[src/cam_buf_pkg.sv]
package cam_buf_pkg;

    // ------------------------------------------------------------------
    // buffer geometry
    // ------------------------------------------------------------------
    localparam int NUM_SLOTS   = 4;                       // frame slots in the ring
    localparam int SLOT_WORDS  = 64;                      // words per slot, also max frame
    localparam int MEM_WORDS   = NUM_SLOTS * SLOT_WORDS;  // whole buffer depth
    localparam int WFIFO_DEPTH = 4;                       // writer staging fifo, power of 2

    // ------------------------------------------------------------------
    // vector types
    // ------------------------------------------------------------------
    typedef logic [31:0] pix_word_t;   // camera word == memory word
    typedef logic [7:0]  mem_addr_t;   // word address into frame_mem
    typedef logic [1:0]  slot_t;       // ring slot index
    typedef logic [6:0]  frame_len_t;  // 1 .. SLOT_WORDS
    typedef logic [7:0]  miss_cnt_t;   // saturating drop counter
    typedef logic [2:0]  slot_cnt_t;   // 0 .. NUM_SLOTS

    // camera beat as seen at the top
    typedef struct packed {
        logic      frame_start;  // one cycle, opens a frame
        logic      valid;        // word strobe
        pix_word_t data;
    } cam_beat_t;

    // memory access request, write data travels on its own
    typedef struct packed {
        logic      req;   // held until granted
        logic      we;
        mem_addr_t addr;
    } mem_req_t;

    typedef enum logic {
        OWNER_WRITER,
        OWNER_READER
    } arb_owner_e;

    typedef enum logic {
        WR_IDLE,
        WR_ACTIVE
    } wr_state_e;

    typedef enum logic [1:0] {
        RD_IDLE,
        RD_ISSUE,
        RD_DRAIN
    } rd_state_e;

endpackage

[src/mem_arbiter.sv]
module mem_arbiter
    import cam_buf_pkg::*;
(
    input  logic      idelay_refclk,
    input  logic      reset_idelay_refclk,
    input  mem_req_t  wr_req_i,
    input  pix_word_t wr_wdata_i,
    input  mem_req_t  rd_req_i,
    input  pix_word_t mem_rdata_i,
    output logic      wr_gnt_o,
    output logic      rd_gnt_o,
    output mem_req_t  mem_req_o,
    output pix_word_t mem_wdata_o,
    output pix_word_t rd_data_o,
    output logic      rd_data_valid_o
);

    arb_owner_e last_q;  // who got the port last time

    // ------------------------------------------------------------------
    // grant, same cycle as the request
    // ------------------------------------------------------------------
    always_comb begin
        wr_gnt_o = 1'b0;
        rd_gnt_o = 1'b0;
        if (wr_req_i.req && rd_req_i.req) begin
            // both asking, give it to the one not served last
            if (last_q == OWNER_WRITER) begin
                rd_gnt_o = 1'b1;
            end else begin
                wr_gnt_o = 1'b1;
            end
        end else if (wr_req_i.req) begin
            wr_gnt_o = 1'b1;
        end else if (rd_req_i.req) begin
            rd_gnt_o = 1'b1;
        end
    end

    // winner's access goes straight to the memory
    always_comb begin
        mem_req_o = '0;
        if (wr_gnt_o) begin
            mem_req_o = wr_req_i;
        end else if (rd_gnt_o) begin
            mem_req_o = rd_req_i;
        end
    end

    assign mem_wdata_o = wr_wdata_i;   // only the writer ever writes
    assign rd_data_o   = mem_rdata_i;  // qualified by rd_data_valid_o

    // ------------------------------------------------------------------
    // round robin pointer and read return tag
    // ------------------------------------------------------------------
    always_ff @(posedge idelay_refclk) begin
        if (reset_idelay_refclk) begin
            last_q          <= OWNER_READER;  // writer wins first tie
            rd_data_valid_o <= 1'b0;
        end else begin
            rd_data_valid_o <= rd_gnt_o && !rd_req_i.we;  // data lands next cycle
            if (wr_gnt_o) begin
                last_q <= OWNER_WRITER;
            end else if (rd_gnt_o) begin
                last_q <= OWNER_READER;
            end
        end
    end

endmodule

[config.mk]
export PLATFORM = sky130hd
export DESIGN_NAME = mem_arbiter
export DESIGN_NICKNAME = d
export VERILOG_FILES = /design/src/cam_buf_pkg.sv /design/src/mem_arbiter.sv
export SDC_FILE = /design/constraint.sdc
export NUM_CORES = 1
export LEC_CHECK = 0
export BUFFER_PORTS_ARGS = -buffer_cell sky130_fd_sc_hd__buf_2
export CORE_AREA = 4 4 60 62
export DETAILED_ROUTE_END_ITERATION = 7
export DIE_AREA = 0 0 64 66
export GPL_ROUTABILITY_DRIVEN = 0
export GPL_TIMING_DRIVEN = 0
export PLACE_DENSITY = 0.87
export SYNTH_ARGS = -nofsm -noshare
export SYNTH_HDL_FRONTEND = slang
export SYNTH_SLANG_ARGS = --single-unit
[constraint.sdc]
create_clock -name idelay_refclk -period 2.37 [get_ports idelay_refclk]
set_input_delay 0.474 -clock idelay_refclk [delete_from_list [all_inputs] [get_ports idelay_refclk]]
set_output_delay 0.474 -clock idelay_refclk [all_outputs]
set_load 0.005 [all_outputs]
==> results.txt <==
RSZ-0062 raised after global routing - no
Worst Path Arrival - 1250 ps
mux share of post-synthesis cell area - 0%
Hold/Removal Path Class - in2reg
WL final - 2760 um
die width - 64 um
GR Util All Layers - 10.8%
chip height - 66 um
post-route setup slack - 644 ps
CTS H-tree depth - 1
Net Switching - 0.0902 mW
Root Buffer - clkbuf_4
layout cell share with drive strength beyond 1 - 96.8%
ys async rst share - 0%
post-synth top area share - 67.5%
outcome - finished, final reports clean
synth top area cells - buf_4 67%, a32o_2 13%, dfxtp_1 5.6%
Avg Inst Size Synth - 8.38 sq um
initial drt markers - 30
largest net degree at the start of global routing - 11
YS warnings - 0
max_cap viols - 0
post-route DRC violation count - 0
clock skew - 0.0571 ps
drt first pass iters - 2
pins over their slew limit - 0
DR WL/cell - 12.0 um
setup tns final - 0 ps
Main synth FF type - dfxtp_1
combinational power share - 65.9%
most numerous cell in the Yosys netlist - buf_4
worst skew pair latency - 220 ps
Leakage - 0.828 nW
full die area - 0.00422 sq mm
FF+latch count, synth - 2
number of nets still failing antenna checks after routing - 0
vias per std cell - 3.84
final setup violation count - 0
GRT overflow - 0
row cnt - 20
CTS tree - built
pwr dens - 258 mW/mm^2
post-synth cell types - 13
Detailed Place HPWL - 2560 um
synthesized cell area - 712 sq um
post-cts sizing count - 0
critical path data required time - 1900 ps
GR Util met2 - 20.0%
met1 Track Usage GR - 11.5%
WHS - 434 ps
Adder-Cell Fraction of Synth Area - 0%
max frequency - 579 MHz
antenna violations before repair - 0
diode count - 0
fin crit period - 1730 ps
port bufs - 98
Net count, final - 274
sequential power share - 11.3%
met3 GRT Util - 3.74%
Synth Area in Compound Gates - 15.6%
peak supply drop - 87.7 uV
Startpoint Class - primary input
syn nets - 171
initial core utilization - 23.5%
final hold vios - 0
Setup Buffers After CTS - 0
Core ar. - 0.00303 sq mm
Gate Count Post-Synth - 85
global route hottest layer - met2
Slew @ Worst Pin - 167 ps
Simple-Gate Fraction of Synth Area - 7.38%
crit path max fanout - 10
clock group share of total power - 22.8%
Max Buffers Root-to-Sink - 2
total CTS buffers - 3
Yosys top cell by area - buf_4
Synth Area in XOR/XNOR - 0%
sequential fraction of the synthesis area - 5.62%
Slew HR - 88.9%
Syn-to-layout area delta - 79.8%
Final Instance Count excl. Fillers - 230
routed vias - 884
Crit. End Element - output pin
number of global-route vias before repair - 843
DP Worst Slack - 643 ps
critical path class - in2out
num ports - 163
leading cell types by count after synthesis - 64 x buf_4, 8 x a32o_2, 2 x buf_6, 2 x dfxtp_1
first-pass GRT wire length - 3690 um
sw frac - 27.3%
largest family of logic cells by synthesized area - buffers and inverters
total power draw - 0.330 mW
Pint - 0.240 mW
Final period util - 72.8%
Worst-path clk slew - 30 ps
number of synthesized flops with an enable pin - 0
placed cells - 227
CTS sink cnt - 2
CTS Hold Bufs - 0
==> path summary, 6_finish.rpt <==
check / slack [ps] / cells past startpoint / end / startpoint
min: 430 / 2 / rd_data_valid_o$_SDFF_PP0_ / rd_req_i[8]
min reg2reg: 520 / 2 / last_q$_SDFFE_PP1P_ / last_q$_SDFFE_PP1P_
max: 640 / 5 / mem_req_o[8] / rd_req_i[9]
max reg2reg: 1560 / 3 / last_q$_SDFFE_PP1P_ / last_q$_SDFFE_PP1P_
==> metal layers <==
layer / up-vias / wire, um
met5: - / 0
met4: 0 / 0
met3: 0 / 453
met2: 90 / 1440
met1: 374 / 868
li1: 420 / -
==> stage by stage <==
step | utilization [%] | cell area, sq um
3_5_place_dp | 41.5 | 1260
4_1_cts | 42.3 | 1280
5_1_grt | 42.3 | 1280
2_1_floorplan | - | 712
6_report | 42.3 | 1280
3_3_place_gp | 41.5 | 1260
==> flip-flops by register name, indices dropped and copies added, names as in the netlist <==
| name | cells |
|---|---|
| rd_data_valid_o | 1 |
| last_q | 1 |
==> final cells by class <==
| type | instances | area (sq um) |
|---|---|---|
| repair buffers | 98 | 490 |
| fillers | 310 | 1750 |
| plain buffers | 67 | 508 |
| clock buffers | 3 | 22.5 |
| flip-flops and latches | 2 | 40.0 |
| multi-input cells | 16 | 164 |
| well taps | 44 | 55.1 |
==> power groups by stage <==
stage,Combinational [mW],Clock (mW),Sequential [mW]
2_1_floorplan,0.124,0,0.0376
3_3_place_gp,0.217,0,0.0375
3_5_place_dp,0.220,0,0.0377
4_1_cts,0.221,0.0815,0.0373
5_1_grt,0.236,0.0857,0.0374
6_report,0.217,0.0753,0.0372
==> worst max-delay path: stages <==
cell      delay (ps)
buf_2            120
a21boi_2         160
buf_6            140
a32o_2           220
buf_2            140
==> placed cells by master, fill, tap and decap left out, drive strengths merged <==
master / synthesis / final
buf: 67 / 165
a32o: 9 / 9
clkbuf: 0 / 3
dfxtp: 2 / 2
nand2b: 2 / 2
or2: 1 / 1
and2: 1 / 1
a21boi: 1 / 1
nand3b: 1 / 1
nor3b: 1 / 1
==> cell families after synthesis <==
| group | Yosys count |
|---|---|
| simple gates | 6 |
| buf+inv | 67 |
| compound gates | 10 |
| flops | 2 |
Power figures use the tool's default switching activity.
