--- config.mk ---
export PLATFORM = sky130hd
export DESIGN_NAME = buf_coordinator
export DESIGN_NICKNAME = d
export VERILOG_FILES = /design/src/cam_buf_pkg.sv /design/src/buf_coordinator.sv
export SDC_FILE = /design/constraint.sdc
export NUM_CORES = 1
export LEC_CHECK = 0
export BUFFER_PORTS_ARGS = -buffer_cell sky130_fd_sc_hd__buf_4
export CORE_MARGIN = 1
export CORE_UTILIZATION = 54
export DETAILED_ROUTE_END_ITERATION = 10
export PLACE_DENSITY = 0.88
export SYNTH_ARGS = -nofsm -noshare
export SYNTH_HDL_FRONTEND = slang
export SYNTH_SLANG_ARGS = --single-unit
--- constraint.sdc ---
create_clock -name idelay_refclk -period 5.2 [get_ports idelay_refclk]
set_input_delay 0.26 -clock idelay_refclk [delete_from_list [all_inputs] [get_ports idelay_refclk]]
set_output_delay 0.26 -clock idelay_refclk [all_outputs]
set_load 0.05 [all_outputs]
--- src/cam_buf_pkg.sv ---
package cam_buf_pkg;

    // ------------------------------------------------------------------
    // buffer geometry
    // ------------------------------------------------------------------
    localparam int NUM_SLOTS   = 4;                       // frame slots in the ring
    localparam int SLOT_WORDS  = 64;                      // words per slot, also max frame
    localparam int MEM_WORDS   = NUM_SLOTS * SLOT_WORDS;  // whole buffer depth
    localparam int WFIFO_DEPTH = 4;                       // writer staging fifo, power of 2

    // ------------------------------------------------------------------
    // vector types
    // ------------------------------------------------------------------
    typedef logic [31:0] pix_word_t;   // camera word == memory word
    typedef logic [7:0]  mem_addr_t;   // word address into frame_mem
    typedef logic [1:0]  slot_t;       // ring slot index
    typedef logic [6:0]  frame_len_t;  // 1 .. SLOT_WORDS
    typedef logic [7:0]  miss_cnt_t;   // saturating drop counter
    typedef logic [2:0]  slot_cnt_t;   // 0 .. NUM_SLOTS

    // camera beat as seen at the top
    typedef struct packed {
        logic      frame_start;  // one cycle, opens a frame
        logic      valid;        // word strobe
        pix_word_t data;
    } cam_beat_t;

    // memory access request, write data travels on its own
    typedef struct packed {
        logic      req;   // held until granted
        logic      we;
        mem_addr_t addr;
    } mem_req_t;

    typedef enum logic {
        OWNER_WRITER,
        OWNER_READER
    } arb_owner_e;

    typedef enum logic {
        WR_IDLE,
        WR_ACTIVE
    } wr_state_e;

    typedef enum logic [1:0] {
        RD_IDLE,
        RD_ISSUE,
        RD_DRAIN
    } rd_state_e;

endpackage

--- src/buf_coordinator.sv ---
module buf_coordinator
    import cam_buf_pkg::*;
(
    input  logic      idelay_refclk,
    input  logic      reset_idelay_refclk,
    input  logic      frame_start_i,
    input  logic      writer_busy_i,
    input  logic      frame_written_i,
    input  logic      readout_start_i,
    input  logic      reader_busy_i,
    input  logic      rd_done_i,
    output logic      wr_open_o,
    output slot_t     wr_slot_o,
    output logic      rd_open_o,
    output slot_t     rd_slot_o,
    output logic      frame_avail_o,
    output slot_cnt_t stored_count_o,
    output miss_cnt_t missed_count_o
);

    slot_t     wr_ptr;     // next slot to fill
    slot_t     rd_ptr;     // oldest stored slot
    slot_cnt_t occ_cnt;    // slots writing, stored or reading
    slot_cnt_t stored_cnt; // slots with a complete frame
    miss_cnt_t miss_cnt;
    logic      slot_free;
    logic      drop;

    // ------------------------------------------------------------------
    // accept or refuse a new frame
    // ------------------------------------------------------------------
    assign slot_free = (occ_cnt < slot_cnt_t'(NUM_SLOTS));
    assign wr_open_o = frame_start_i && slot_free && !writer_busy_i;
    assign drop      = frame_start_i && !(slot_free && !writer_busy_i);
    assign wr_slot_o = wr_ptr;

    // host request only honoured when something is stored
    assign rd_open_o = readout_start_i && (stored_cnt != '0) && !reader_busy_i;
    assign rd_slot_o = rd_ptr;

    assign stored_count_o = stored_cnt;
    assign missed_count_o = miss_cnt;

    always_ff @(posedge idelay_refclk) begin
        if (reset_idelay_refclk) begin
            wr_ptr        <= '0;
            rd_ptr        <= '0;
            occ_cnt       <= '0;
            stored_cnt    <= '0;
            miss_cnt      <= '0;
            frame_avail_o <= 1'b0;
        end else begin
            frame_avail_o <= frame_written_i;  // slot now readable

            // ring pointers
            if (wr_open_o) begin
                wr_ptr <= (wr_ptr == slot_t'(NUM_SLOTS - 1)) ? '0 : wr_ptr + 1'b1;
            end
            if (rd_done_i) begin
                rd_ptr <= (rd_ptr == slot_t'(NUM_SLOTS - 1)) ? '0 : rd_ptr + 1'b1;
            end

            // occupancy, claimed at open and released after readout
            case ({wr_open_o, rd_done_i})
                2'b10:   occ_cnt <= occ_cnt + 1'b1;
                2'b01:   occ_cnt <= occ_cnt - 1'b1;
                default: occ_cnt <= occ_cnt;
            endcase

            case ({frame_written_i, rd_done_i})
                2'b10:   stored_cnt <= stored_cnt + 1'b1;
                2'b01:   stored_cnt <= stored_cnt - 1'b1;
                default: stored_cnt <= stored_cnt;
            endcase

            if (drop && miss_cnt != '1) begin
                miss_cnt <= miss_cnt + 1'b1;  // sticks at 255
            end
        end
    end

endmodule

==> impl_results.md <==
* Status: finished clean
* PwrDens at 281 nW/um2
* Max Cap Viol at 0
* Setup TNS at 0 ns
* Drt first-iter violations at 33
* Syn_nets at approximately 120
* DR WL/cell at between 10 and 15 um
* Die footprint at approximately 2000 um2
* Hold slack at about 0.21 ns
* Final setup fails at 0
* Pre-CTS setup slack at roughly 3.3 ns
* Startpoint Class: register
* Power Total at about 0.34 mW
* CP Class: reg2reg
* Final cycle utilization of the critical path at between 30% and 40%
* Post-DP HPWL at roughly 1400 um
* CP max FO at 5
* Die Y-Extent at around 45 um
* Syn Std Cell Area at about 980 um2
* Worst r2r src: occ_cnt[2]
* Synth-to-Final Area Change at 24.3%
* Skew final at about 0.007 ns
* Sw power at between 0.1 and 0.15 mW
* Most common cell after layout, fill and taps aside: buf_4
* Max-slew violations at 0
* Setup ws final at 3.33 ns
* Met2 wire length at approximately 940 um
* Cells after DPL at ~150
* Initial antenna violation count at 0
* Nets at around 150
* Synth unique cells at 31
* Tmin final at ~1.9 ns
* Post-Route WL at between 1500 and 2000 um
* Grt ovf at 0
* Sequential Power Share at approximately 49%
* Non-filler cells, final at 158
* CTS tree: done
* GPL Wtd Cong at between 0.7 and 0.8
* Internal at 0.225 mW
* Die span in x at 44.6 um
* Relative slew slack at between 70% and 80%
* Routed wl met3 at ~130 um
* DRT met1 WL at approximately 860 um
* Initial Util at between 50% and 60%
* Buffer levels on the longest clock path at 2
* Global-route wire length before repair at about 3200 um
* RSZ-0062 raised after global routing: false
* Site row count at 15
* Most frequent cells in the layout: buf_4 (25), dfxtp_1 (19), nor2_1 (13)
* Largest net degree at the start of global routing at 20
* Sw Ratio at approximately 34%
* Number of top-level pins at 26
* Leakage at approximately 0.55 nW
* Share of cells above drive strength 1 at between 20 and 30%
* Clk_lat worst skew at 0.29 ns
* Hold path start: frame_written_i
* CTS buffer count at 3
* Flop and latch count out of synthesis at 19
* Top sig layer: met4
* CTS root buf: clkbuf_4
* Final hold vios at 0
* # resized after CTS at 0
* 1st-pass router iterations at 4
* Achievable clock frequency at 0.534 GHz
* Critical path startpoint: occ_cnt[2]
* Via count at roughly 860
* Gr usage total at a little over a fifth
* Gate power share at a little under 30%
* Clk network pwr share at 21.2%
* WP data arrival at 2.10 ns
* Postcts setup bufs at 0
* Register area share after synthesis at between 30% and 40%
* Clock transition at path regs at ~0.10 ns
* Antenna cell count at 0
* CTS sink cnt at 19
* DR DRC count at 0
* Synth warn at 0
* HP Class: in2reg
* Vias in the first global route at approximately 750
* Via density at between 5 and 6
* Slew @ Worst Pin at 0.316 ns
* Port Buf Inserts at 25
* Core area at roughly 1700 um2
* Mean Syn Cell Area at a little over 9 um2
* Antenna viol nets, final at 0
* Gate count of the mapped netlist at 106
* CP endpoint kind: register
* Critical Path RT at 5.43 ns
* CTS Hold Bufs at 0
* Worst VDD drop at about 220 uV
* Htree depth at 1
-- critical path, cell delays in order, from the launching register on --
cell and delay, ns:
dfxtp_1 0.41, nor3b_2 0.10, inv_1 0.07, ha_1 0.17, inv_1 0.06, fa_1 0.37, xor2_1 0.18, or3_1 0.30
a21oi_1 0.14
-- routing by layer --
metal,vias to the layer above,GRT usage [%]
met3,2,6.12
li1,432,-
met2,29,37.4
met1,400,25.9
met5,-,0
met4,0,5.45
-- through the flow --
step / util [%] / cell area [um2]
after floorplan: - / 978
after global placement: 69.7 / 1190
after detailed placement: 69.7 / 1190
after CTS: 71.2 / 1220
after global routing: 71.2 / 1220
final: 71.2 / 1220
-- synth_stat cells --
| library cell | n | share of area, % |
|---|---|---|
| dfxtp_1 | 19 | 39 |
| nor2_1 | 13 | 5.0 |
| inv_1 | 10 | 3.8 |
| a21oi_1 | 9 | 4.6 |
| ha_1 | 5 | 6.4 |
| mux2i_1 | 4 | 4.1 |
| nand2_1 | 4 | 1.5 |
| nor3_1 | 4 | 2.0 |
| xor2_1 | 4 | 3.6 |
| nand4_1 | 3 | 1.9 |
| o2111a_1 | 3 | 3.5 |
| and3_2 | 2 | 1.5 |
| clkbuf_1 | 2 | 0.77 |
| fa_1 | 2 | 4.1 |
| nor2b_1 | 2 | 1.3 |
| nor3b_1 | 2 | 1.5 |
| o21a_2 | 2 | 1.8 |
| o21ai_0 | 2 | 1.0 |
| or3_1 | 2 | 1.3 |
| a211oi_1 | 1 | 0.77 |
| a311oi_2 | 1 | 1.5 |
| a31oi_1 | 1 | 0.64 |
| a41oi_1 | 1 | 0.90 |
| and2_1 | 1 | 0.64 |
| and3_1 | 1 | 0.64 |
| and4_1 | 1 | 0.90 |
| and4_2 | 1 | 1.0 |
| mux2_4 | 1 | 1.5 |
| nand3_1 | 1 | 0.51 |
| nor3b_2 | 1 | 1.3 |
| o211a_1 | 1 | 1.0 |
-- area by class of cell --
| type | count | area (um2) |
|---|---|---|
| Clock buffer | 4 | 26.3 |
| Inverter | 10 | 37.5 |
| Sequential cell | 19 | 380 |
| Timing Repair Buffer | 25 | 188 |
| Fill cell | 130 | 492 |
| Tap cell | 25 | 31.3 |
| Multi-Input combinational cell | 75 | 553 |
-- flip-flops by register name (all words and copies together) (netlist names) --
name,flops
occ_cnt,3
stored_count_o,3
wr_slot_o,2
frame_avail_o,1
missed_count_o,8
rd_slot_o,2
-- power by group through the flow --
stage	Combinational, mW	Clock, mW	Sequential, mW
after CTS	0.102	0.0745	0.168
after global placement	0.0976	0	0.171
after detailed placement	0.102	0	0.172
after floorplan	0.0494	0	0.196
after global routing	0.112	0.0819	0.171
final	0.101	0.0724	0.168
-- path summary, 6_finish.rpt --
check / to / depth (start not counted) / slack [ns]
min reg2reg: missed_count_o[1] / 2 / 0.51
max reg2reg: occ_cnt[2] / 8 / 3.33
max: occ_cnt[2] / 8 / 3.33
min: frame_avail_o / 3 / 0.21
-- logic make-up after synthesis --
group	share of synthesized area [%]
AO/OA/AOI/OAI	15.7
flip-flops	38.9
XOR/XNOR	3.58
adder cells (fa/ha/maj)	10.5
buffers and inverters	4.60
multiplexers	5.63
AND/OR/NAND/NOR	21.1
Note: power is estimated with default switching activity, not from simulation.
