`src/cam_buf_pkg.sv`:
```
package cam_buf_pkg;

    // ------------------------------------------------------------------
    // buffer geometry
    // ------------------------------------------------------------------
    localparam int NUM_SLOTS   = 4;                       // frame slots in the ring
    localparam int SLOT_WORDS  = 64;                      // words per slot, also max frame
    localparam int MEM_WORDS   = NUM_SLOTS * SLOT_WORDS;  // whole buffer depth
    localparam int WFIFO_DEPTH = 4;                       // writer staging fifo, power of 2

    // ------------------------------------------------------------------
    // vector types
    // ------------------------------------------------------------------
    typedef logic [31:0] pix_word_t;   // camera word == memory word
    typedef logic [7:0]  mem_addr_t;   // word address into frame_mem
    typedef logic [1:0]  slot_t;       // ring slot index
    typedef logic [6:0]  frame_len_t;  // 1 .. SLOT_WORDS
    typedef logic [7:0]  miss_cnt_t;   // saturating drop counter
    typedef logic [2:0]  slot_cnt_t;   // 0 .. NUM_SLOTS

    // camera beat as seen at the top
    typedef struct packed {
        logic      frame_start;  // one cycle, opens a frame
        logic      valid;        // word strobe
        pix_word_t data;
    } cam_beat_t;

    // memory access request, write data travels on its own
    typedef struct packed {
        logic      req;   // held until granted
        logic      we;
        mem_addr_t addr;
    } mem_req_t;

    typedef enum logic {
        OWNER_WRITER,
        OWNER_READER
    } arb_owner_e;

    typedef enum logic {
        WR_IDLE,
        WR_ACTIVE
    } wr_state_e;

    typedef enum logic [1:0] {
        RD_IDLE,
        RD_ISSUE,
        RD_DRAIN
    } rd_state_e;

endpackage

```
`src/frame_writer.sv`:
```
module frame_writer
    import cam_buf_pkg::*;
(
    input  logic       idelay_refclk,
    input  logic       reset_idelay_refclk,
    input  logic       pix_valid_i,
    input  pix_word_t  pix_data_i,
    input  frame_len_t frame_len_i,
    input  logic       wr_open_i,
    input  slot_t      wr_slot_i,
    input  logic       mem_gnt_i,
    output mem_req_t   mem_req_o,
    output pix_word_t  mem_wdata_o,
    output logic       busy_o,
    output logic       frame_written_o
);

    wr_state_e  state;
    slot_t      slot_q;    // slot of the open frame
    frame_len_t acc_cnt;   // words taken from camera
    frame_len_t com_cnt;   // words written to memory
    frame_len_t acc_base;  // accepted so far, 0 on the open cycle
    pix_word_t  fifo_mem [0:WFIFO_DEPTH-1];
    logic [$clog2(WFIFO_DEPTH)-1:0] fifo_wptr;
    logic [$clog2(WFIFO_DEPTH)-1:0] fifo_rptr;
    logic [$clog2(WFIFO_DEPTH):0]   fifo_cnt;
    logic       fifo_full;
    logic       fifo_empty;
    logic       push;
    logic       pop;
    logic       last_commit;

    assign fifo_full  = (fifo_cnt == WFIFO_DEPTH);
    assign fifo_empty = (fifo_cnt == '0);
    assign acc_base   = (state == WR_IDLE) ? '0 : acc_cnt;

    // a word may ride along with the open pulse itself
    assign push = pix_valid_i && (state == WR_ACTIVE || wr_open_i)
                  && !fifo_full && (acc_base < frame_len_i);
    assign pop  = mem_gnt_i;  // grant only comes while head is requested
    assign last_commit = pop && (com_cnt == frame_len_i - 1'b1);

    // ------------------------------------------------------------------
    // memory side, head of fifo at slot base + offset
    // ------------------------------------------------------------------
    always_comb begin
        mem_req_o.req  = (state == WR_ACTIVE) && !fifo_empty;
        mem_req_o.we   = 1'b1;
        mem_req_o.addr = mem_addr_t'(slot_q * SLOT_WORDS) + mem_addr_t'(com_cnt);
    end

    assign mem_wdata_o = fifo_mem[fifo_rptr];
    assign busy_o      = (state == WR_ACTIVE);

    // payload, no reset
    always_ff @(posedge idelay_refclk) begin
        if (push) begin
            fifo_mem[fifo_wptr] <= pix_data_i;
        end
        if (state == WR_IDLE && wr_open_i) begin
            slot_q <= wr_slot_i;
        end
    end

    always_ff @(posedge idelay_refclk) begin
        if (reset_idelay_refclk) begin
            state           <= WR_IDLE;
            acc_cnt         <= '0;
            com_cnt         <= '0;
            fifo_wptr       <= '0;
            fifo_rptr       <= '0;
            fifo_cnt        <= '0;
            frame_written_o <= 1'b0;
        end else begin
            frame_written_o <= last_commit;  // one cycle after last write
            if (push) fifo_wptr <= fifo_wptr + 1'b1;
            if (pop)  fifo_rptr <= fifo_rptr + 1'b1;
            case ({push, pop})
                2'b10:   fifo_cnt <= fifo_cnt + 1'b1;
                2'b01:   fifo_cnt <= fifo_cnt - 1'b1;
                default: fifo_cnt <= fifo_cnt;
            endcase
            case (state)
                WR_IDLE: begin
                    if (wr_open_i) begin
                        state   <= WR_ACTIVE;
                        acc_cnt <= acc_base + frame_len_t'(push);
                        com_cnt <= '0;
                    end
                end
                WR_ACTIVE: begin
                    acc_cnt <= acc_cnt + frame_len_t'(push);
                    if (pop) com_cnt <= com_cnt + 1'b1;
                    if (last_commit) state <= WR_IDLE;  // fifo is empty by now
                end
                default: state <= WR_IDLE;
            endcase
        end
    end

endmodule

```
`config.mk`:
```
export PLATFORM = sky130hd
export DESIGN_NAME = frame_writer
export DESIGN_NICKNAME = d
export VERILOG_FILES = /design/src/cam_buf_pkg.sv /design/src/frame_writer.sv
export SDC_FILE = /design/constraint.sdc
export NUM_CORES = 1
export LEC_CHECK = 0
export ABC_CLOCK_PERIOD_IN_PS = 2900
export BUFFER_PORTS_ARGS = -buffer_cell sky130_fd_sc_hd__buf_2
export CAP_MARGIN = 20
export CORE_MARGIN = 2
export CORE_UTILIZATION = 50
export DETAILED_ROUTE_END_ITERATION = 10
export PLACE_DENSITY = 0.74
export SLEW_MARGIN = 20
export SYNTH_ARGS = -nofsm -noshare
export SYNTH_HDL_FRONTEND = slang
export SYNTH_SLANG_ARGS = --single-unit
```
`constraint.sdc`:
```
create_clock -name idelay_refclk -period 2.9 [get_ports idelay_refclk]
set_input_delay 0.145 -clock idelay_refclk [delete_from_list [all_inputs] [get_ports idelay_refclk]]
set_output_delay 0.145 -clock idelay_refclk [all_outputs]
set_load 0.03 [all_outputs]
```
==> reports/results.tsv <==
metric	value	unit
drt_pass1_iterations	4	
cp.arrival	3.10	ns
grt_usage	19.0	%
relSlewSlack	43.4	%
fin_tns_setup	0	ns
seqCellArea	4410	um^2
critPathMaxFanout	13	
skew	0.00616	ns
run_status	finished, final reports clean	
syn_to_final_growth	26.0	%
drc	0	
synth-edff-count	130	
yosys_warnings	0	
drt_iter0_drc	270	
setup_slack	0.141	ns
syn_area	6260	um^2
via_per_inst	5.28	
initial_core_util	51.7	%
die_w	116	um
fin_util	65.1	%
hold_violations	0	
path_cells	and2_1, ha_1, o21a_1, o31a_1, o2111a_1, nor2_2, inv_1, ha_1, inv_1, fa_1, xor2_1, or3_1, a21oi_1	
cts_root_buf	clkbuf_16	
clk_path_buf_depth	2	
period_minus_slack	2.76	ns
grtUsageMet1	23.9	%
port_buffers	88	
wire_per_inst	17.5	um
ff2ff_setup_slack	0.14	ns
grt_overflow	0	
die-height	116	um
met3_usage	4.60	%
syn-num-nets	429	
final_max_slew_viol_count	0	
synth_cell_types	40	
seq_area_frac_synth	70.3	%
coreArea	12100	um^2
top_usage_layer	met2	
critPathTopFamily	adder cells	
synth-main-ff-cell	edfxtp_1	
ios	90	
max_stage_delay	0.38	ns
p_leak	2.90	nW
syn_area_per_cell	17.1	um^2
cts_tree	yes	
power_density	697	nW/um^2
critPathKind	register to register	
fmax	362	MHz
diodes	0	
nets	564	
die-area	13400	um^2
syn_inst	366	
ant_nets	0	
dr_total_vias	3602	
drt-total-wl	11900	um
drive_above_1_share	32.9	%
grt_max_degree	33	
required	3.24	ns
dp_worst_setup_slack	0.0721	ns
hold_slack	0.150	ns
grt_pass1_vias	3693	
fill_cells	892	
setup_viol	0	
clk_latency	0.41	ns
hold_path_class	input pin to register	
async_reset_ff_share	0	%
post-dp-hpwl	7480	um
antenna_found_initial	0	
crit_slowest_cell	dfxtp_4	
grt_pass1_wl	18900	um
tightest_slew	0.850	ns
clock-sinks	155	
rows	40	
finalCritPeriodShare	95.1	%
cts.clk_slew.worst_paths	0.06	ns
cts_buffers	17	
rsz0062_at_grt	no	
met2_usage	32.0	%
place_congestion	0.907	
multi_input_area	1710	um^2
end_kind	register	
worst_setup_path_start_kind	register	
ys_ff_latch	155	
cts.htree.levels	4	
worst-path-buf-inv	2	
ir_drop	0.315	mV
maxCapViolations	0	
state kept, by name, indices dropped and copies added (netlist names), named ones only:
name and cells:
fifo_mem 128, acc_cnt 7, com_cnt 7, fifo_cnt 3, fifo_rptr 2, fifo_wptr 2, slot_q 2, busy_o 1
frame_written_o 1
routing by layer:
metal | share of wire [%] | up-vias | wire [um]
met5 | 0 | - | 0
met2 | 51 | 85 | 6080
met1 | 43 | 1820 | 5170
met4 | 1.3 | 0 | 149
li1 | - | 1683 | -
met3 | 4.2 | 14 | 497
worst register-to-register path: stages, from the launching register on:
cell and delay [ns]:
dfxtp_4 0.38, and2_1 0.18, ha_1 0.27, o21a_1 0.12, o31a_1 0.17, o2111a_1 0.23, nor2_2 0.06, inv_1 0.05
ha_1 0.17, inv_1 0.06, fa_1 0.37, xor2_1 0.16, or3_1 0.31, a21oi_1 0.15
cells in the mapped netlist (7+ instances only):
master	instances	area (um^2)
edfxtp_1	130	3900
mux4_2	32	721
dfxtp_1	25	500
nor2_1	21	78.8
ha_1	16	200
inv_1	16	60.1
nand2_1	15	56.3
a21oi_1	12	60.1
xor2_1	10	87.6
and2_1	9	56.3
nand3_1	9	45.0
xnor2_1	8	70.1
buf_4	7	52.6
area by class of cell:
type / instances / area share (%)
Sequential cell: 155 / 55.9
Timing Repair Buffer: 133 / 11.3
Multi-Input combinational cell: 178 / 21.7
Clock inverter: 13 / 2.20
Tap cell: 168 / 2.66
Clock buffer: 19 / 5.49
Inverter: 16 / 0.761
final timing paths:
| kind | start | endpoint | cells after the start |
|---|---|---|---|
| setup / recovery | busy_o | fifo_cnt[2] | 13 |
| hold reg to reg | acc_cnt[0] | acc_cnt[0] | 2 |
| setup reg to reg | busy_o | fifo_cnt[2] | 13 |
| hold / removal | mem_gnt_i | fifo_rptr[0] | 3 |
layout by cell type, fill, tap and decap left out, types with 4 or more instances in the layout:
cell type	Yosys	layout
a21oi_1	12	12
and2_1	9	9
and3_2	0	4
buf_2	3	88
buf_4	7	9
bufinv_16	0	4
clkbuf_16	0	17
dfxtp_1	25	22
dlygate4sd3_1	0	34
edfxtp_1	130	130
ha_1	16	16
inv_1	16	16
mux4_2	32	32
nand2_1	15	15
nand3_1	9	9
nand4_1	5	5
nor2_1	21	20
o21ai_0	6	6
xnor2_1	8	8
xor2_1	10	10
what timing repair did:
action | in CTS | in global routing
setup endpoints to repair | 0 | 4
hold buffers | 34 | 0
resized for setup | 0 | 3
endpoints found under the hold margin | 130 | 0
buffers inserted | 0 | 1
stage by stage:
stage,instances,area (um^2),total power (W)
after global placement,615,6930,0.00323
after global routing,682,7890,0.00568
after floorplan,366,6270,0.00303
final,682,7890,0.00550
after CTS,681,7870,0.00554
after detailed placement,615,6930,0.00325
report_power, final:
part,leakage (nW),total (W),switching (W),internal (W)
Clock,0.290,0.00227,0.000838,0.00143
Sequential,1.39,0.00257,0.0000579,0.00252
Combinational,1.23,0.000653,0.000383,0.000270
cell families (layout without fill, tap and decap cells):
family / Yosys count / count (layout) / share of synthesized area, %
DFF: 155 / 155 / 70.3
and+or+nand+nor: 78 / 78 / 6.23
muxes: 33 / 33 / 11.7
buffers and inverters: 33 / 181 / 2.46
AOI/OAI and AO/OA: 31 / 31 / 3.22
xor gates and xnor gates: 18 / 18 / 2.52
adders and majority gates: 17 / 17 / 3.52
other: 1 / 1 / 0.0599
Note: power is estimated with default switching activity, not from simulation.
