$ cat config.mk
export PLATFORM = sky130hd
export DESIGN_NAME = frame_reader
export DESIGN_NICKNAME = d
export VERILOG_FILES = /design/src/cam_buf_pkg.sv /design/src/frame_reader.sv
export SDC_FILE = /design/constraint.sdc
export NUM_CORES = 1
export LEC_CHECK = 0
export BUFFER_PORTS_ARGS = -buffer_cell sky130_fd_sc_hd__buf_2
export CORE_ASPECT_RATIO = 1.4
export CORE_UTILIZATION = 30
export CTS_BUF_LIST = sky130_fd_sc_hd__clkbuf_4
export DETAILED_ROUTE_END_ITERATION = 7
export PLACE_DENSITY = 0.56
export SLEW_MARGIN = 20
export SYNTH_ARGS = -nofsm -noshare
export SYNTH_HDL_FRONTEND = slang
export SYNTH_SLANG_ARGS = --single-unit
$ cat constraint.sdc
create_clock -name idelay_refclk -period 1.8 [get_ports idelay_refclk]
set_input_delay 0.36 -clock idelay_refclk [delete_from_list [all_inputs] [get_ports idelay_refclk]]
set_output_delay 0.36 -clock idelay_refclk [all_outputs]
set_load 0.05 [all_outputs]
$ cat src/cam_buf_pkg.sv
package cam_buf_pkg;

    // ------------------------------------------------------------------
    // buffer geometry
    // ------------------------------------------------------------------
    localparam int NUM_SLOTS   = 4;                       // frame slots in the ring
    localparam int SLOT_WORDS  = 64;                      // words per slot, also max frame
    localparam int MEM_WORDS   = NUM_SLOTS * SLOT_WORDS;  // whole buffer depth
    localparam int WFIFO_DEPTH = 4;                       // writer staging fifo, power of 2

    // ------------------------------------------------------------------
    // vector types
    // ------------------------------------------------------------------
    typedef logic [31:0] pix_word_t;   // camera word == memory word
    typedef logic [7:0]  mem_addr_t;   // word address into frame_mem
    typedef logic [1:0]  slot_t;       // ring slot index
    typedef logic [6:0]  frame_len_t;  // 1 .. SLOT_WORDS
    typedef logic [7:0]  miss_cnt_t;   // saturating drop counter
    typedef logic [2:0]  slot_cnt_t;   // 0 .. NUM_SLOTS

    // camera beat as seen at the top
    typedef struct packed {
        logic      frame_start;  // one cycle, opens a frame
        logic      valid;        // word strobe
        pix_word_t data;
    } cam_beat_t;

    // memory access request, write data travels on its own
    typedef struct packed {
        logic      req;   // held until granted
        logic      we;
        mem_addr_t addr;
    } mem_req_t;

    typedef enum logic {
        OWNER_WRITER,
        OWNER_READER
    } arb_owner_e;

    typedef enum logic {
        WR_IDLE,
        WR_ACTIVE
    } wr_state_e;

    typedef enum logic [1:0] {
        RD_IDLE,
        RD_ISSUE,
        RD_DRAIN
    } rd_state_e;

endpackage

$ cat src/frame_reader.sv
module frame_reader
    import cam_buf_pkg::*;
(
    input  logic       idelay_refclk,
    input  logic       reset_idelay_refclk,
    input  logic       rd_open_i,
    input  slot_t      rd_slot_i,
    input  frame_len_t frame_len_i,
    input  logic       mem_gnt_i,
    input  pix_word_t  mem_rdata_i,
    input  logic       mem_rdata_valid_i,
    output mem_req_t   mem_req_o,
    output pix_word_t  out_data_o,
    output logic       out_valid_o,
    output logic       readout_done_o,
    output logic       busy_o
);

    rd_state_e  state;
    slot_t      slot_q;      // slot being read
    frame_len_t len_q;       // words to read, caught at open
    frame_len_t iss_cnt;     // reads granted
    frame_len_t ret_cnt;     // words returned
    logic       last_issue;
    logic       last_ret;
    logic       last_ret_q;  // last word is on the outputs

    assign last_issue = mem_gnt_i && (iss_cnt == len_q - 1'b1);
    assign last_ret   = mem_rdata_valid_i && (ret_cnt == len_q - 1'b1);

    // ------------------------------------------------------------------
    // read requests, in address order
    // ------------------------------------------------------------------
    always_comb begin
        mem_req_o.req  = (state == RD_ISSUE);
        mem_req_o.we   = 1'b0;
        mem_req_o.addr = mem_addr_t'(slot_q * SLOT_WORDS) + mem_addr_t'(iss_cnt);
    end

    // stays busy through the done pulse so no new open overlaps it
    assign busy_o = (state != RD_IDLE) || readout_done_o;

    always_ff @(posedge idelay_refclk) begin
        out_data_o <= mem_rdata_i;
        if (state == RD_IDLE && rd_open_i) begin
            slot_q <= rd_slot_i;
            len_q  <= frame_len_i;
        end
    end

    always_ff @(posedge idelay_refclk) begin
        if (reset_idelay_refclk) begin
            state          <= RD_IDLE;
            iss_cnt        <= '0;
            ret_cnt        <= '0;
            out_valid_o    <= 1'b0;
            last_ret_q     <= 1'b0;
            readout_done_o <= 1'b0;
        end else begin
            out_valid_o    <= mem_rdata_valid_i;  // one word per strobe
            last_ret_q     <= last_ret;
            readout_done_o <= last_ret_q;         // cycle after last word
            if (mem_rdata_valid_i) ret_cnt <= ret_cnt + 1'b1;
            case (state)
                RD_IDLE: begin
                    if (rd_open_i) begin
                        state   <= RD_ISSUE;
                        iss_cnt <= '0;
                        ret_cnt <= '0;
                    end
                end
                RD_ISSUE: begin
                    if (mem_gnt_i) iss_cnt <= iss_cnt + 1'b1;
                    if (last_issue) state <= RD_DRAIN;
                end
                RD_DRAIN: begin
                    if (last_ret_q) state <= RD_IDLE;  // returns all in
                end
                default: state <= RD_IDLE;
            endcase
        end
    end

endmodule

==> impl_metrics.env, run 1 <==
export IMPL_status="complete, but fails checks"
export IMPL_violations="setup timing"
export IMPL_clock_path_buffers=2
export IMPL_global_route_usage_total_pct=13.4
export IMPL_synth_seq_area_share_pct=61.7
export IMPL_pre_cts_slack_ns=-0.0931
export IMPL_async_reset_ff_share_pct=0
export IMPL_synthDistinctLibCells=38
export IMPL_clock_skew_ns=0.00997
export IMPL_tightest_slew_ns=0.517
export IMPL_timing_rr_start="len_q[0]$_DFFE_PP_"
export IMPL_finish_instance_area_um2=2910
export IMPL_timing_max_slew_rel_slack_pct=65.6
export IMPL_htree_num_levels=3
export IMPL_r2r_setup_slack_ns=-0.09
export IMPL_synth_net_count=232
export IMPL_clockRootBuffer="sky130_fd_sc_hd__clkbuf_4"
export IMPL_clock_latency_ns=0.40
export IMPL_period_share_pct=105
export IMPL_holdCritStartpoint="mem_rdata_i[24]"
export IMPL_viasPerCell=4.27
export IMPL_dpl_cell_count=365
export IMPL_tns_ns=-0.0913
export IMPL_die_area_um2=7320
export IMPL_synth_seq_cells=60
export IMPL_drt_pass1_iterations=4
export IMPL_post_synth_cell_area_avg_um2=11.5
export IMPL_endpoint_kind="register"
export IMPL_numCtsBuffers=9
export IMPL_synthesis_instances=182
export IMPL_required_ns=2.09
export IMPL_effective_utilization_at_floorplan_pct=31.4
export IMPL_design_final_nets=335
export IMPL_clkSinkCount=60
export IMPL_grt_max_degree=13
export IMPL_vdd_drop_max_v=0.000595
export IMPL_synth_edff_count=9
export IMPL_place_congestion=0.753
export IMPL_start_kind="register"
export IMPL_layout_area_seq_um2=1290
export IMPL_hold_viol_final=0
export IMPL_netlist_area_um2=2090
export IMPL_rows=35
export IMPL_fillCellCount=676
export IMPL_route_final_wire_length_um=4490
export IMPL_drt_iter0_markers=47
export IMPL_number_of_antenna_violations_at_the_first_check_in_global_routing=0
export IMPL_setup_worst_path_class="register to register"
export IMPL_placed_area_um2=2710
export IMPL_dp_hpwl_um=3440
export IMPL_yosys_warnings=0
export IMPL_clkTransAtPathRegs_ns=0.11
export IMPL_layout_min_cycle_time_ns=1.89
export IMPL_route_antenna_remaining_nets=0
export IMPL_cts_hold_buffers_added=0
export IMPL_number_of_antenna_repair_diodes=0
export IMPL_min_delay_path_class="input pin to register"
export IMPL_dr_total_vias=1633
export IMPL_final_layout_size_suffix_gt1_share_pct=44.8
export IMPL_timing_rr_end="state[1]$_SDFFE_PP0P_"
export IMPL_fin_hold_ws_ns=0.0588
export IMPL_final_max_slew_violation_count=0
export IMPL_tritoncts="yes"
export IMPL_multi_input_area_um2=763
export IMPL_cap_violations=0
export IMPL_unrepaired_setup_endpoints_after_global_routing="true"
export IMPL_grt_overflow_total=0
export IMPL_worst_hold_path_endpoint="out_data_o[24]$_DFF_P_"
export IMPL_leakagePower_nw=1.33
export IMPL_routed_wire_length_per_instance_um=11.8
export IMPL_core_region_area_um2=6660
export IMPL_floorplan_die_height_um=101
export IMPL_port_buffer_count=89
export IMPL_ioPinCount=91
export IMPL_fin_total_pwr_mw=2.99
export IMPL_timing_fmax_mhz=529
export IMPL_finalSetupViolCount=1
export IMPL_dieWidth_um=72.6
export IMPL_final_cells=382
export IMPL_via_count_of_the_first_global_routing_pass=1575
export IMPL_p_per_area_nw_per_um2=1030
export IMPL_min_delay_path_depth=1
export IMPL_worst_r2r_cell_count=8
export IMPL_ys_dominant_reg_cell="sky130_fd_sc_hd__dfxtp_1"
export IMPL_global_route_wire_length_before_repair_um=7110
export IMPL_post_route_drc_count=0
export IMPL_fin_ws_ns=-0.0913
export IMPL_crit_path_max_fanout=4
export IMPL_layout_core_utilization_pct=43.7
export IMPL_area_growth_from_synthesis_to_final_layout_pct=39.1
export IMPL_worst_endpoint_arrival_ns=2.19
## sequential cells by signal, indices dropped and copies added (netlist names)
signal,flops
ret_cnt,7
out_valid_o,1
iss_cnt,7
slot_q,2
readout_done_o,1
last_ret_q,1
state,2
out_data_o,32
len_q,7
## cells in the mapped netlist (all sizes together), types with 3 or more instances
library cell | count | share of area, %
nand4 | 5 | 1.5
nor2b | 4 | 1.2
ha | 4 | 2.4
nand2b | 4 | 1.2
xor2 | 16 | 6.7
xnor2 | 9 | 3.8
edfxtp | 9 | 13
o21ai | 3 | 0.72
clkbuf | 4 | 0.72
nor2 | 19 | 3.5
dfxtp | 51 | 49
mux2i | 3 | 1.4
inv | 5 | 0.90
a31oi | 3 | 0.90
a21oi | 5 | 1.2
buf | 7 | 2.5
nand2 | 8 | 1.4
## layout make-up
type / instances / share of cell area (%)
clock inverter: 6 / 3.01
inverter: 5 / 0.645
timing repair buffer: 103 / 19.2
tap: 92 / 3.95
sequential: 60 / 44.4
clock buffer: 10 / 2.58
multi-input combinational: 106 / 26.2
## worst max-delay path, cell delays in order, from the launching register on
cell                        delay (ns)
sky130_fd_sc_hd__edfxtp_1         0.43
sky130_fd_sc_hd__inv_2            0.06
sky130_fd_sc_hd__ha_4             0.27
sky130_fd_sc_hd__xor2_1           0.14
sky130_fd_sc_hd__o2111ai_1        0.12
sky130_fd_sc_hd__nor3_1           0.13
sky130_fd_sc_hd__o21ai_1          0.10
sky130_fd_sc_hd__or4_1            0.47
sky130_fd_sc_hd__o41ai_1          0.07
## layer usage
layer  GRT usage (%)  routed length, um
met1            14.4               1850
met2            21.5               2140
met3            6.50                423
met4            6.79                 83
met5               0                  0
## cell families after synthesis
logic type | share of synthesized area [%]
adder cells (fa/ha/maj) | 2.39
other | 0.179
flip-flops | 61.7
buffers and inverters | 4.12
AO/OA/AOI/OAI | 6.10
XOR/XNOR | 10.5
multiplexers | 1.43
AND/OR/NAND/NOR | 13.6
## repair_timing
action	in CTS	in global routing
endpoints found under the setup margin	2	5
setup buffers	1	0
pin swaps	0	4
gates cloned	0	0
gates resized for setup	1	7
## cells in the final DEF, fill, tap and decap left out, drive strengths merged, types with 6 or more instances in the layout
cell | synthesis | final
dfxtp | 51 | 51
nand2 | 8 | 8
xor2 | 16 | 16
clkbuf | 4 | 11
nor2 | 19 | 19
xnor2 | 9 | 9
inv | 5 | 6
edfxtp | 9 | 9
buf | 7 | 102
## how the worst max path moves through the flow
| stage | endpoint | slack, ns | from | depth (start not counted) |
|---|---|---|---|---|
| after global routing | state[1]$_SDFFE_PP0P_ | -0.22 | len_q[0]$_DFFE_PP_ | 8 |
| final | state[1]$_SDFFE_PP0P_ | -0.09 | len_q[0]$_DFFE_PP_ | 8 |
| after CTS | state[1]$_SDFFE_PP0P_ | -0.12 | len_q[0]$_DFFE_PP_ | 8 |
| after global placement | state[1]$_SDFFE_PP0P_ | -0.02 | len_q[0]$_DFFE_PP_ | 8 |
| after detailed placement | state[1]$_SDFFE_PP0P_ | -0.09 | len_q[0]$_DFFE_PP_ | 8 |
| after floorplan | state[1]$_SDFFE_PP0P_ | -0.03 | len_q[0]$_DFFE_PP_ | 8 |
## power breakdown
| part | switching, mW | internal [mW] |
|---|---|---|
| registers | 0.0317 | 1.42 |
| logic | 0.295 | 0.144 |
| clock network | 0.512 | 0.582 |
Power figures use the tool's default switching activity.
==> inputs of run 2 (changes only) <==
- CORE_UTILIZATION: 30 -> 37
- PLACE_DENSITY: 0.56 -> 0.66
==> impl_metrics.env, run 2 (synthesized netlist as in run 1, its figures left out) <==
export IMPL_clock_skew_ns=0.0116
export IMPL_hold_viol_final=0
export IMPL_clockRootBuffer="sky130_fd_sc_hd__clkbuf_4"
export IMPL_largest_register="out_data_o"
export IMPL_tritoncts="yes"
export IMPL_worst_endpoint_arrival_ns=2.22
export IMPL_p_per_area_nw_per_um2=941
export IMPL_period_share_pct=106
export IMPL_fin_ws_ns=-0.0998
export IMPL_met3WireLength_um=455
export IMPL_largest_register_ff_count=32
export IMPL_grt_max_degree=13
export IMPL_vdd_drop_max_v=0.000708
export IMPL_effective_utilization_at_floorplan_pct=38.2
export IMPL_finalSetupViolCount=1
export IMPL_cellInternalPower_mw=1.86
export IMPL_met2_length_um=1930
export IMPL_crit_path_max_fanout=4
export IMPL_min_delay_path_class="input pin to register"
export IMPL_global_route_wire_length_before_repair_um=6960
export IMPL_route_final_wire_length_um=4170
export IMPL_number_of_antenna_violations_at_the_first_check_in_global_routing=0
export IMPL_required_ns=2.12
export IMPL_violations="setup timing"
export IMPL_layout_min_cycle_time_ns=1.90
export IMPL_place_congestion=0.775
export IMPL_cap_violations=0
export IMPL_clock_path_buffers=2
export IMPL_viasPerCell=4.60
export IMPL_start_kind="register"
export IMPL_drt_pass1_iterations=4
export IMPL_finish_instance_area_um2=2880
export IMPL_share_comb_of_total_power_pct=16.4
export IMPL_timing_fmax_mhz=526
export IMPL_setup_worst_path_class="register to register"
export IMPL_endpoint_kind="register"
export IMPL_placed_area_um2=2680
export IMPL_routed_wire_length_per_instance_um=11.5
export IMPL_final_max_slew_violation_count=0
export IMPL_power_switching_mw=0.844
export IMPL_top_layer_used="met4"
export IMPL_htree_num_levels=3
export IMPL_dp_hpwl_um=3190
export IMPL_cts_hold_buffers_added=0
export IMPL_floorplan_die_height_um=91.0
export IMPL_clock_latency_ns=0.40
export IMPL_global_route_usage_total_pct=15.9
export IMPL_clock_power_share_pct=29.8
export IMPL_switching_share_pct=31.2
export IMPL_grt_overflow_total=0
export IMPL_rows=32
export IMPL_seq_power_share_pct=53.9
export IMPL_clkTransAtPathRegs_ns=0.12
export IMPL_dr_total_vias=1661
export IMPL_via_count_of_the_first_global_routing_pass=1693
export IMPL_numCtsBuffers=9
export IMPL_most_common_layout_cells="87 x sky130_fd_sc_hd__buf_2, 50 x sky130_fd_sc_hd__dfxtp_1, 18 x sky130_fd_sc_hd__nor2_1, 17 x sky130_fd_sc_hd__buf_4, 16 x sky130_fd_sc_hd__xor2_1"
export IMPL_number_of_antenna_repair_diodes=0
export IMPL_port_buffer_count=89
export IMPL_post_route_drc_count=0
export IMPL_r2r_setup_slack_ns=-0.1
export IMPL_final_layout_size_suffix_gt1_share_pct=46.1
export IMPL_unrepaired_setup_endpoints_after_global_routing="true"
export IMPL_leakagePower_nw=1.32
export IMPL_die_area_um2=5970
export IMPL_status="complete, but fails checks"
export IMPL_layout_cells_most_common="sky130_fd_sc_hd__buf_2"
export IMPL_design_final_nets=338
export IMPL_ioPinCount=91
export IMPL_drt_iter0_markers=73
export IMPL_area_growth_from_synthesis_to_final_layout_pct=37.4
export IMPL_route_antenna_remaining_nets=0
export IMPL_dieWidth_um=65.6
export IMPL_detail_route_wirelength_met1_um=1610
export IMPL_core_region_area_um2=5490
export IMPL_clkSinkCount=60
export IMPL_fillCellCount=486
export IMPL_pre_cts_slack_ns=-0.0967
==> run 2: power groups by stage <==
stage               clock network (mW)  registers (mW)  logic, mW
floorplan                            0            1.63      0.152
global placement                     0            1.49      0.427
detailed placement                   0            1.49      0.429
CTS                              0.841            1.46      0.437
global route                     0.897            1.47      0.475
finish                           0.805            1.46      0.444
==> run 2: area by class of cell <==
class | count | area (um2) | area share [%]
timing repair buffer | 106 | 582 | 20.2
inverter | 5 | 18.8 | 0.653
multi-input combinational | 106 | 778 | 27.1
sequential | 60 | 1290 | 45.0
clock buffer | 9 | 67.6 | 2.35
tap | 68 | 85.1 | 2.96
clock inverter | 7 | 51.3 | 1.78
==> run 2: through the flow <==
| step | hold slack (ns) | total power [mW] | utilization (%) | TNS [ns] | cells |
|---|---|---|---|---|---|
| after floorplan | 0.388 | 1.78 | - | -0.0311 | 182 |
| after global placement | 0.436 | 1.91 | 48.8 | -0.0261 | 341 |
| after detailed placement | 0.443 | 1.92 | 48.8 | -0.0967 | 341 |
| after CTS | 0.0209 | 2.74 | 51.6 | -0.0910 | 359 |
| after global routing | 0.0151 | 2.84 | 52.4 | -0.210 | 361 |
| final | 0.0475 | 2.71 | 52.4 | -0.0998 | 361 |
==> run 2: per-layer routing <==
layer | up-vias | global-route usage, %
li1 | 826 | -
met1 | 730 | 16.1
met2 | 92 | 24.9
met3 | 13 | 7.04
met4 | 0 | 12.3
met5 | - | 0
==> run 2: path summary, 6_finish.rpt <==
check                                              end  cells past startpoint                   from
worst min register to register   state[1]$_SDFFE_PP0P_                      1  last_ret_q$_SDFF_PP0_
worst max-delay path             state[1]$_SDFFE_PP0P_                      8     len_q[0]$_DFFE_PP_
worst min-delay path            out_data_o[25]$_DFF_P_                      1        mem_rdata_i[25]
worst max register to register   state[1]$_SDFFE_PP0P_                      8     len_q[0]$_DFFE_PP_
==> run 2: worst max-delay path: stages, from the launching register on <==
cell	delay, ns
sky130_fd_sc_hd__edfxtp_1	0.43
sky130_fd_sc_hd__inv_2	0.06
sky130_fd_sc_hd__ha_4	0.26
sky130_fd_sc_hd__xor2_1	0.15
sky130_fd_sc_hd__o2111ai_1	0.12
sky130_fd_sc_hd__nor3_1	0.14
sky130_fd_sc_hd__o21ai_1	0.10
sky130_fd_sc_hd__or4_1	0.49
sky130_fd_sc_hd__o41ai_2	0.06
==> run 2: timing repair <==
item	4_1_cts	5_1_grt
resized for setup	3	8
pin swaps	2	4
buffers inserted	2	2
setup endpoints to repair	2	5
